## config.mk

```make
export PLATFORM = sky130hd
export DESIGN_NAME = gemm_top
export DESIGN_NICKNAME = d
export VERILOG_FILES = /design/src/verilog/gemm_pkg.sv /design/src/verilog/tile_ctrl_if.sv /design/src/verilog/acc_update.sv /design/src/verilog/gemm_pe.sv /design/src/verilog/gemm_sequencer.sv /design/src/verilog/gemm_top.sv /design/src/verilog/skew_buffer.sv /design/src/verilog/systolic_array.sv
export VERILOG_INCLUDE_DIRS = /design/src /design/src/verilog
export SDC_FILE = /design/constraint.sdc
export NUM_CORES = 2
export LEC_CHECK = 0
export ABC_AREA = 1
export BUFFER_PORTS_ARGS = -buffer_cell sky130_fd_sc_hd__buf_2
export CAP_MARGIN = 20
export CORE_MARGIN = 2
export CORE_UTILIZATION = 40
export DETAILED_ROUTE_END_ITERATION = 10
export PLACE_DENSITY = 0.59
export SETUP_SLACK_MARGIN = 0.2
export SYNTH_ARGS = -nofsm -noshare
export SYNTH_HDL_FRONTEND = slang
export SYNTH_SLANG_ARGS = --single-unit
```

## constraint.sdc

```tcl
create_clock -name clk -period 6.8 [get_ports clk]
set_clock_uncertainty 0.15 [all_clocks]
set_input_delay 0.34 -clock clk [delete_from_list [all_inputs] [get_ports clk]]
set_output_delay 0.34 -clock clk [all_outputs]
set_load 0.03 [all_outputs]
```

## src/verilog/gemm_cfg.svh

```systemverilog
`ifndef GEMM_CFG_SVH
`define GEMM_CFG_SVH

// array side length, also the lane count of every memory word
`define GEMM_ARRAY_N 4

// element widths
`define GEMM_INP_W 8
`define GEMM_WGT_W 8
`define GEMM_ACC_W 32

// product width plus growth over one column of adds
`define GEMM_PSUM_W (`GEMM_INP_W + `GEMM_WGT_W + $clog2(`GEMM_ARRAY_N))

// memory address widths
`define GEMM_INP_AW 8
`define GEMM_WGT_AW 8
`define GEMM_ACC_AW 8

// row count port
`define GEMM_ROWS_W 8

`endif

```

## src/verilog/gemm_pkg.sv

```systemverilog
`include "gemm_cfg.svh"

package gemm_pkg;

  // ====================================================================
  // single lanes
  // ====================================================================

  // signed input element
  typedef logic signed [`GEMM_INP_W-1:0] inp_t;

  // signed weight element
  typedef logic signed [`GEMM_WGT_W-1:0] wgt_t;

  // accumulator element, wraps on overflow
  typedef logic signed [`GEMM_ACC_W-1:0] acc_t;

  // column partial sum inside the array
  typedef logic signed [`GEMM_PSUM_W-1:0] psum_t;

  // ====================================================================
  // full words, lane 0 in the low bits
  // ====================================================================

  // input memory word, element k feeds PE row k
  typedef inp_t [`GEMM_ARRAY_N-1:0] inp_vec_t;

  // weight memory word, element j belongs to column j
  typedef wgt_t [`GEMM_ARRAY_N-1:0] wgt_vec_t;

  // accumulator memory word
  typedef acc_t [`GEMM_ARRAY_N-1:0] acc_vec_t;

  // one set of column sums
  typedef psum_t [`GEMM_ARRAY_N-1:0] psum_vec_t;

endpackage

```

## src/verilog/tile_ctrl_if.sv

```systemverilog
`include "gemm_cfg.svh"

interface tile_ctrl_if;

  // weights move one PE row down
  logic                    wgt_shift;
  // input read data of this cycle is a real row
  logic                    act_valid;
  // accumulator read issued this cycle, and its address
  logic                    acc_issue;
  logic [`GEMM_ACC_AW-1:0] acc_addr;

  modport ctrl (output wgt_shift, output act_valid, output acc_issue, output acc_addr);

  modport array (input wgt_shift);

  modport accum (input acc_issue, input acc_addr);

endinterface
```

## src/verilog/acc_update.sv

```systemverilog
`include "gemm_cfg.svh"

module acc_update import gemm_pkg::*; (
  input  logic                    clk,
  input  logic                    reset_n,
  tile_ctrl_if.accum              ctrl,
  input  psum_vec_t               col_sums,
  input  acc_vec_t                acc_rd_data,
  output logic                    acc_wr_en,
  output logic [`GEMM_ACC_AW-1:0] acc_wr_addr,
  output acc_vec_t                acc_wr_data
);

  localparam int N = `GEMM_ARRAY_N;

  // issue info lined up with the read data
  logic                    rd_valid;
  logic [`GEMM_ACC_AW-1:0] rd_addr;
  acc_vec_t                sums_ext;

  // column sums widened to accumulator lanes
  always_comb begin
    for (int j = 0; j < N; j++) begin
      sums_ext[j] = acc_t'($signed(col_sums[j]));
    end
  end

  // ====================================================================
  // write strobe trails the issue by the read latency plus one register
  // ====================================================================
  always_ff @(posedge clk) begin
    if (!reset_n) begin
      rd_valid  <= 1'b0;
      acc_wr_en <= 1'b0;
    end else begin
      rd_valid  <= ctrl.acc_issue;
      acc_wr_en <= rd_valid;
    end
  end

  // read-modify-write data path with a 32-bit wrapping add
  always_ff @(posedge clk) begin
    rd_addr     <= ctrl.acc_addr;
    acc_wr_addr <= rd_addr;
    for (int j = 0; j < N; j++) begin
      acc_wr_data[j] <= acc_rd_data[j] + sums_ext[j];
    end
  end

  // back-to-back writes land on consecutive accumulator rows
  wr_rows_in_order: assert property (@(posedge clk) disable iff (!reset_n)
    (acc_wr_en && $past(acc_wr_en)) |-> (acc_wr_addr == $past(acc_wr_addr) + 1'b1));

endmodule

```

## src/verilog/gemm_pe.sv

```systemverilog
module gemm_pe import gemm_pkg::*; (
  input  logic  clk,
  input  logic  reset_n,
  input  logic  wgt_shift,
  input  wgt_t  wgt_in,
  output wgt_t  wgt_out,
  input  inp_t  act_in,
  output inp_t  act_out,
  input  psum_t psum_in,
  output psum_t psum_out
);

  // stationary weight
  wgt_t wgt_q;

  assign wgt_out = wgt_q;

  // weight chain, one row per shift
  always_ff @(posedge clk) begin
    if (!reset_n) begin
      wgt_q <= '0;
    end else if (wgt_shift) begin
      wgt_q <= wgt_in;
    end
  end

  // operands are sign-extended to the psum width before the multiply
  always_ff @(posedge clk) begin
    act_out  <= act_in;
    psum_out <= psum_in + act_in * wgt_q;
  end

endmodule

```

## src/verilog/gemm_sequencer.sv

```systemverilog
`include "gemm_cfg.svh"

module gemm_sequencer (
  input  logic                    clk,
  input  logic                    reset_n,
  input  logic                    start,
  input  logic [`GEMM_INP_AW-1:0] inp_base,
  input  logic [`GEMM_WGT_AW-1:0] wgt_base,
  input  logic [`GEMM_ACC_AW-1:0] acc_base,
  input  logic [`GEMM_ROWS_W-1:0] row_count,
  output logic                    busy,
  output logic                    done,
  output logic                    inp_rd_en,
  output logic [`GEMM_INP_AW-1:0] inp_rd_addr,
  output logic                    wgt_rd_en,
  output logic [`GEMM_WGT_AW-1:0] wgt_rd_addr,
  output logic                    acc_rd_en,
  output logic [`GEMM_ACC_AW-1:0] acc_rd_addr,
  tile_ctrl_if.ctrl               ctrl
);

  localparam int N       = `GEMM_ARRAY_N;
  localparam int LANE_CW = (N > 1) ? $clog2(N) : 1;
  localparam int INP_AW  = `GEMM_INP_AW;
  localparam int WGT_AW  = `GEMM_WGT_AW;

  // pipe bit 0 is one cycle after act_valid, i.e. two after the input read.
  // sums land 2N+1 after read data, so the acc read goes out 2N+1 after
  // the input read and the write follows two cycles later
  localparam int PIPE_LEN  = 2 * N + 2;
  localparam int ISSUE_TAP = 2 * N - 1;
  localparam int WRITE_TAP = 2 * N + 1;

  typedef enum logic [1:0] {
    S_IDLE,
    S_WGT,
    S_STREAM,
    S_DRAIN
  } state_t;

  state_t                  state;
  logic [LANE_CW-1:0]      lane_cnt;
  logic [`GEMM_ROWS_W-1:0] row_cnt;
  logic [`GEMM_ROWS_W-1:0] rows_q;
  logic [`GEMM_ROWS_W-1:0] rows_left;
  logic [`GEMM_ACC_AW-1:0] acc_cnt;
  logic [`GEMM_INP_AW-1:0] inp_base_q;
  logic [`GEMM_WGT_AW-1:0] wgt_base_q;
  logic [`GEMM_ACC_AW-1:0] acc_base_q;
  logic [PIPE_LEN-1:0]     issue_pipe;
  logic                    wr_strobe;

  assign busy      = (state != S_IDLE);
  assign wgt_rd_en = (state == S_WGT);
  assign inp_rd_en = (state == S_STREAM);
  assign acc_rd_en = issue_pipe[ISSUE_TAP];
  assign wr_strobe = issue_pipe[WRITE_TAP];

  // lane counter runs down, so the bottom PE row's weights go in first
  assign wgt_rd_addr = wgt_base_q + WGT_AW'(lane_cnt);
  assign inp_rd_addr = inp_base_q + INP_AW'(row_cnt);
  assign acc_rd_addr = acc_base_q + acc_cnt;

  assign ctrl.acc_issue = acc_rd_en;
  assign ctrl.acc_addr  = acc_rd_addr;

  // ====================================================================
  // run parameters, captured with an accepted start
  // ====================================================================
  always_ff @(posedge clk) begin
    if (state == S_IDLE && start) begin
      inp_base_q <= inp_base;
      wgt_base_q <= wgt_base;
      acc_base_q <= acc_base;
      rows_q     <= row_count;
    end
  end

  // ====================================================================
  // main FSM and row tracking
  // ====================================================================
  always_ff @(posedge clk) begin
    if (!reset_n) begin
      state          <= S_IDLE;
      done           <= 1'b0;
      lane_cnt       <= '0;
      row_cnt        <= '0;
      rows_left      <= '0;
      acc_cnt        <= '0;
      issue_pipe     <= '0;
      ctrl.wgt_shift <= 1'b0;
      ctrl.act_valid <= 1'b0;
    end else begin
      done           <= 1'b0;
      ctrl.wgt_shift <= wgt_rd_en;
      ctrl.act_valid <= inp_rd_en;
      issue_pipe     <= {issue_pipe[PIPE_LEN-2:0], ctrl.act_valid};
      if (acc_rd_en) begin
        acc_cnt <= acc_cnt + 1'b1;
      end
      // one row leaves the pipeline per write
      if (wr_strobe) begin
        rows_left <= rows_left - 1'b1;
      end
      case (state)
        S_IDLE: begin
          if (start) begin
            state     <= S_WGT;
            lane_cnt  <= LANE_CW'(N - 1);
            row_cnt   <= '0;
            rows_left <= row_count;
            acc_cnt   <= '0;
          end
        end
        S_WGT: begin
          lane_cnt <= lane_cnt - 1'b1;
          if (lane_cnt == '0) begin
            state <= S_STREAM;
          end
        end
        S_STREAM: begin
          row_cnt <= row_cnt + 1'b1;
          if (row_cnt == rows_q - 1'b1) begin
            state <= S_DRAIN;
          end
        end
        default: begin
          // last write goes out this cycle
          if (wr_strobe && rows_left == 1) begin
            state <= S_IDLE;
            done  <= 1'b1;
          end
        end
      endcase
    end
  end

  // zero rows would leave the drain phase waiting on a write that never comes
  start_rows_nonzero: assert property (@(posedge clk) disable iff (!reset_n)
    (start && state == S_IDLE) |-> (row_count != '0));

endmodule

```

## src/verilog/gemm_top.sv

```systemverilog
`include "gemm_cfg.svh"

module gemm_top import gemm_pkg::*; (
  input  logic                    clk,
  input  logic                    reset_n,

  // run control
  input  logic                    start,
  input  logic [`GEMM_INP_AW-1:0] inp_base,
  input  logic [`GEMM_WGT_AW-1:0] wgt_base,
  input  logic [`GEMM_ACC_AW-1:0] acc_base,
  input  logic [`GEMM_ROWS_W-1:0] row_count,
  output logic                    busy,
  output logic                    done,

  // input memory read port
  output logic                    inp_rd_en,
  output logic [`GEMM_INP_AW-1:0] inp_rd_addr,
  input  inp_vec_t                inp_rd_data,

  // weight memory read port
  output logic                    wgt_rd_en,
  output logic [`GEMM_WGT_AW-1:0] wgt_rd_addr,
  input  wgt_vec_t                wgt_rd_data,

  // accumulator memory read and write ports
  output logic                    acc_rd_en,
  output logic [`GEMM_ACC_AW-1:0] acc_rd_addr,
  input  acc_vec_t                acc_rd_data,
  output logic                    acc_wr_en,
  output logic [`GEMM_ACC_AW-1:0] acc_wr_addr,
  output acc_vec_t                acc_wr_data
);

  tile_ctrl_if ctrl_if ();

  inp_vec_t  act_skewed;
  psum_vec_t sums_skewed;
  psum_vec_t sums_aligned;

  // ====================================================================
  // control
  // ====================================================================
  gemm_sequencer seq_i (
    .clk         (clk),
    .reset_n     (reset_n),
    .start       (start),
    .inp_base    (inp_base),
    .wgt_base    (wgt_base),
    .acc_base    (acc_base),
    .row_count   (row_count),
    .busy        (busy),
    .done        (done),
    .inp_rd_en   (inp_rd_en),
    .inp_rd_addr (inp_rd_addr),
    .wgt_rd_en   (wgt_rd_en),
    .wgt_rd_addr (wgt_rd_addr),
    .acc_rd_en   (acc_rd_en),
    .acc_rd_addr (acc_rd_addr),
    .ctrl        (ctrl_if)
  );

  // ====================================================================
  // datapath
  // ====================================================================
  skew_buffer #(.LANE_W(`GEMM_INP_W), .REVERSE(1'b0)) inp_skew (
    .clk      (clk),
    .data_in  (inp_rd_data),
    .data_out (act_skewed)
  );

  systolic_array array_i (
    .clk      (clk),
    .reset_n  (reset_n),
    .ctrl     (ctrl_if),
    .wgt_in   (wgt_rd_data),
    .act_in   (act_skewed),
    .col_sums (sums_skewed)
  );

  // undo the column skew so all sums of a row line up
  skew_buffer #(.LANE_W(`GEMM_PSUM_W), .REVERSE(1'b1)) sum_deskew (
    .clk      (clk),
    .data_in  (sums_skewed),
    .data_out (sums_aligned)
  );

  acc_update acc_i (
    .clk         (clk),
    .reset_n     (reset_n),
    .ctrl        (ctrl_if),
    .col_sums    (sums_aligned),
    .acc_rd_data (acc_rd_data),
    .acc_wr_en   (acc_wr_en),
    .acc_wr_addr (acc_wr_addr),
    .acc_wr_data (acc_wr_data)
  );

endmodule

```

## src/verilog/skew_buffer.sv

```systemverilog
`include "gemm_cfg.svh"

module skew_buffer #(
  parameter int LANE_W  = 8,
  parameter bit REVERSE = 1'b0
) (
  input  logic                                 clk,
  input  logic [`GEMM_ARRAY_N-1:0][LANE_W-1:0] data_in,
  output logic [`GEMM_ARRAY_N-1:0][LANE_W-1:0] data_out
);

  localparam int N = `GEMM_ARRAY_N;

  // ====================================================================
  // triangle of shift registers
  // ====================================================================
  // every lane gets at least one register stage, so lane i sees i+1
  // cycles, or N-i when reversed. relative skew between lanes is
  // what the array needs
  for (genvar i = 0; i < N; i++) begin : g_lane
    localparam int DEPTH = REVERSE ? (N - i) : (i + 1);

    logic [LANE_W-1:0] taps [DEPTH];

    always_ff @(posedge clk) begin
      taps[0] <= data_in[i];
      for (int s = 1; s < DEPTH; s++) begin
        taps[s] <= taps[s-1];
      end
    end

    assign data_out[i] = taps[DEPTH-1];
  end

endmodule

```

## src/verilog/systolic_array.sv

```systemverilog
`include "gemm_cfg.svh"

module systolic_array import gemm_pkg::*; (
  input  logic       clk,
  input  logic       reset_n,
  tile_ctrl_if.array ctrl,
  input  wgt_vec_t   wgt_in,
  input  inp_vec_t   act_in,
  output psum_vec_t  col_sums
);

  localparam int N = `GEMM_ARRAY_N;

  // ====================================================================
  // links between PEs
  // ====================================================================
  // weights and psums travel down the columns, activations across rows
  wgt_t  wgt_link  [N+1][N];
  inp_t  act_link  [N][N+1];
  psum_t psum_link [N+1][N];

  // column edges: top of the weight chain, zero psum in, sums out
  for (genvar j = 0; j < N; j++) begin : g_edge
    assign wgt_link[0][j]  = wgt_in[j];
    assign psum_link[0][j] = '0;
    assign col_sums[j]     = psum_link[N][j];
  end

  // ====================================================================
  // PE grid, row k holds weight row k
  // ====================================================================
  for (genvar k = 0; k < N; k++) begin : g_row
    assign act_link[k][0] = act_in[k];

    for (genvar j = 0; j < N; j++) begin : g_col
      gemm_pe pe_i (
        .clk       (clk),
        .reset_n   (reset_n),
        .wgt_shift (ctrl.wgt_shift),
        .wgt_in    (wgt_link[k][j]),
        .wgt_out   (wgt_link[k+1][j]),
        .act_in    (act_link[k][j]),
        .act_out   (act_link[k][j+1]),
        .psum_in   (psum_link[k][j]),
        .psum_out  (psum_link[k+1][j])
      );
    end
  end

endmodule

```

==> results.yml <==
run_status:
  status: "complete, no violations"
synth:
  synth_cell_types: 49
  synth_fp_nets: 11308
  ys_seq_area_frac: 0.2475
  ys.flop_type: "dfxtp_1"
  synth_seq_cells: 977
  synth_edf_count: 32
  ys_warn_count: 0
  postSynthCellCount: 9152
  ys_async_sr_fraction: 0
  avgSynthCellArea_um2: 8.775
  synthesis.area_um2: 80310
floorplan:
  io_pins: 393
  coreArea_um2: 199700
  fp.dieW_um: 452.1
  die_h_um: 452.1
  die_area_um2: 204400
  initial_utilization: 0.4022
  rows: 164
timing:
  hold_viol: 0
  tns_ns: 0
  worstMarginPinSlew_ns: 0.6935
  post-route-period-util: 0.7650
  holdWs_ns: 0.07946
  maxSlewViolCount: 0
  setup_viol: 0
  max_slew_margin: 0.5371
  fmax_ghz: 0.1922
  rsz0062_at_grt: "no"
  min_period_ns: 5.202
critical_path:
  cp.required_ns: 7.32
  cpLargestDelayFamily: "adder cells"
  critical_path.most_common_cell: "fa_1"
  path_cells: "nand2_1 > inv_1 > fa_1 > fa_1 > fa_1 > fa_1 > ha_1 > ha_1 > a21o_1 > a21oi_1 > nor2_1 > nor3b_1 > nand3b_1 > nand2_1"
  critPathMaxStageDelay_ns: 0.62
  worst_path_max_delay_cell: "dfxtp_1"
  cp-end-kind: "flop"
  path_class: "flop to flop"
  arrival_ns: 5.72
  cp.buffers_inverters: 1
  cp_max_fo: 10
  startpoint_type: "flop"
route:
  drc: 0
  num_vias: 56827
  ant_nets: 0
  dr.first_iter.drc_count: 2594
  routed_wl_mm: 178.1
  viasPerCell: 4.580
  post_drt_wl_per_cell_um: 14.36
  drt-pass1-iter-count: 5
clocking:
  cts_inserted_buffers: 116
  htree_levels: 3
  insertion_delay_ns: 0.78
  cts.sinks: 977
  cts.path.max_buffers: 3
  cts_tree: "done"
  path_clk_slew_ns: 0.07
  cts_resized: 0
  root_buffer: "clkbuf_16"
placement:
  dpl_cell_area_um2: 84540
  dpl.hpwl_mm: 143.7
  place_congestion: 0.8768
  port_buffers: 392
final_layout:
  drive_gt1_frac: 0.06719
  fillers: 19102
  layout.nets: 11806
  synthToLayoutAreaGrowth_pct: 13.72
  multi_input_area_um2: 51210
  fin_area_um2: 91330
  ff_latch_area_um2: 19880
global_routing:
  grt_pass1_vias: 60370
  track_usage: 0.1778
  grt_first_pass_wirelength_mm: 300.6
  grt_max_degree: 131
  antenna_found_initial: 3
  overflow: 0
run:
  drv_cap: 0
power_and_ir_drop:
  peakVddDrop_mv: 0.2557
  power_leakage_uw: 0.05078
  powerDensity_nw_per_um2: 436.9
worst_hold_path:
  worstHoldPathType: "primary input to flop"
-- final cells by class --
| class | instances | area share |
|---|---|---|
| well taps | 2656 | 0.03639 |
| repair buffers | 675 | 0.05269 |
| flip-flops and latches | 977 | 0.2177 |
| diodes | 2 | 0.00005480 |
| clock inverters | 69 | 0.008522 |
| multi-input cells | 5725 | 0.5608 |
| inverters | 2155 | 0.08867 |
| clock buffers | 148 | 0.03518 |
-- worst reg2reg max path: stages (launching register included) --
cell	delay, ns
dfxtp_1	0.62
nand2_1	0.18
inv_1	0.48
fa_1	0.54
fa_1	0.50
fa_1	0.57
fa_1	0.41
ha_1	0.29
ha_1	0.34
a21o_1	0.19
a21oi_1	0.25
nor2_1	0.08
nor3b_1	0.31
nand3b_1	0.16
nand2_1	0.05
-- cell usage in the layout (no fill, tap or decap), types with 14 or more instances in the layout --
| master | instances |
|---|---|
| clkinv_4 | 17 |
| edfxtp_1 | 32 |
| buf_2 | 391 |
| clkbuf_16 | 116 |
| clkbuf_8 | 19 |
| a21oi_1 | 335 |
| a21o_1 | 45 |
| clkinv_2 | 22 |
| o21ai_0 | 258 |
| fa_1 | 1171 |
| dlygate4sd3_1 | 279 |
| xnor2_1 | 170 |
| a31oi_1 | 21 |
| ha_1 | 758 |
| nand3_1 | 190 |
| nand2_1 | 1654 |
| nand4_1 | 38 |
| nor2_1 | 627 |
| xor2_1 | 225 |
| o211ai_1 | 17 |
| nand3b_1 | 14 |
| inv_1 | 2140 |
| or2_2 | 33 |
| nor3_1 | 41 |
| o21bai_1 | 38 |
| dfxtp_1 | 944 |
-- worst paths after layout --
check	cells after the start	startpoint	endpoint	slack (ns)
max	14	array_i.g_row[3].g_col[0].pe_i.act_out[7]$_DFF_P_	array_i.g_row[3].g_col[1].pe_i.psum_out[17]$_DFF_P_	1.60
min	2	inp_rd_data[13]	inp_skew.g_lane[1].taps[0][5]$_DFF_P_	0.08
max reg2reg	14	array_i.g_row[3].g_col[0].pe_i.act_out[7]$_DFF_P_	array_i.g_row[3].g_col[1].pe_i.psum_out[17]$_DFF_P_	1.60
min reg2reg	0	inp_skew.g_lane[2].taps[0][0]$_DFF_P_	inp_skew.g_lane[2].taps[0][8]$_DFF_P_	0.14
-- flip-flops by register name (all words and copies together) (netlist names), 2 cells and up --
signal                             flops
sum_deskew.g_lane.taps               180
inp_skew.g_lane.taps                  80
seq_i.rows_left                        8
seq_i.row_cnt                          8
array_i.g_row.g_col.pe_i.wgt_out     128
acc_i.acc_wr_data                    128
seq_i.rows_q                           8
seq_i.wgt_base_q                       8
array_i.g_row.g_col.pe_i.act_out      96
seq_i.lane_cnt                         2
seq_i.state                            2
acc_i.rd_addr                          8
seq_i.acc_cnt                          8
seq_i.acc_base_q                       8
seq_i.inp_base_q                       8
array_i.g_row.g_col.pe_i.psum_out    276
acc_i.acc_wr_addr                      8
seq_i.issue_pipe                       9
-- cells in the mapped netlist (4+ instances only) --
cell type | number | area share
inv_1 | 2141 | 0.10
nand2_1 | 1654 | 0.077
fa_1 | 1171 | 0.29
dfxtp_1 | 945 | 0.24
ha_1 | 758 | 0.12
nor2_1 | 627 | 0.029
a21oi_1 | 335 | 0.021
clkbuf_1 | 267 | 0.012
o21ai_0 | 258 | 0.016
xor2_1 | 225 | 0.025
nand3_1 | 190 | 0.012
xnor2_1 | 170 | 0.019
a21o_1 | 45 | 0.0042
nor3_1 | 41 | 0.0026
nand4_1 | 38 | 0.0030
o21bai_1 | 38 | 0.0036
or2_2 | 33 | 0.0026
edfxtp_1 | 32 | 0.012
a31oi_1 | 21 | 0.0016
buf_1 | 20 | 0.00093
o211ai_1 | 17 | 0.0016
nand3b_1 | 14 | 0.0013
clkinv_1 | 12 | 0.00056
a211oi_1 | 10 | 0.00093
a21boi_0 | 9 | 0.00084
buf_2 | 8 | 0.00050
o21a_1 | 8 | 0.00075
nor4_1 | 7 | 0.00055
o2111ai_1 | 7 | 0.00076
o21ai_2 | 7 | 0.00076
o221ai_1 | 6 | 0.00065
nor3b_1 | 5 | 0.00047
o31ai_1 | 5 | 0.00047
a221oi_1 | 4 | 0.00044
-- logic make-up (layout without fill, tap and decap cells) --
| logic type | Yosys count | after routing | share of synthesized area |
|---|---|---|---|
| AND/OR/NAND/NOR | 2624 | 2624 | 0.1303 |
| buffers and inverters | 2450 | 3047 | 0.1147 |
| adder cells (fa/ha/maj) | 1929 | 1929 | 0.4100 |
| flip-flops | 977 | 977 | 0.2475 |
| AO/OA/AOI/OAI | 776 | 776 | 0.05406 |
| XOR/XNOR | 396 | 396 | 0.04336 |
| other | 0 | 2 | 0 |
-- metrics by stage --
stage | utilization | instances | setup slack (ns) | total power (uW)
after floorplan | - | 9152 | 1.998 | 27410
after global placement | 0.4234 | 11909 | 1.631 | 32930
after detailed placement | 0.4234 | 11909 | 1.571 | 33390
after CTS | 0.4574 | 12405 | 1.561 | 40520
after global routing | 0.4574 | 12407 | 1.286 | 44490
final | 0.4574 | 12407 | 1.598 | 39910
-- per-layer routing --
| metal | track usage | up-vias | wire, um |
|---|---|---|---|
| li1 | - | 28284 | - |
| met1 | 0.2397 | 27374 | 83090 |
| met2 | 0.3053 | 982 | 84680 |
| met3 | 0.02024 | 187 | 7113 |
| met4 | 0.04060 | 0 | 3234 |
| met5 | 0 | - | 0 |
-- power by group --
| group | leakage, uW | internal, uW | total [uW] | switching (uW) |
|---|---|---|---|---|
| sequential | 0.00821 | 8050 | 9400 | 1350 |
| clock | 0.00196 | 3690 | 6400 | 2710 |
| combinational | 0.0406 | 9650 | 24100 | 14500 |
| total | 0.0508 | 21400 | 39900 | 18500 |
-- what timing repair did --
item / in CTS / in global routing
hold endpoints to repair: 260 / 0
buffers inserted: 0 / 0
hold buffers: 279 / 0
Power figures use the tool's default switching activity.
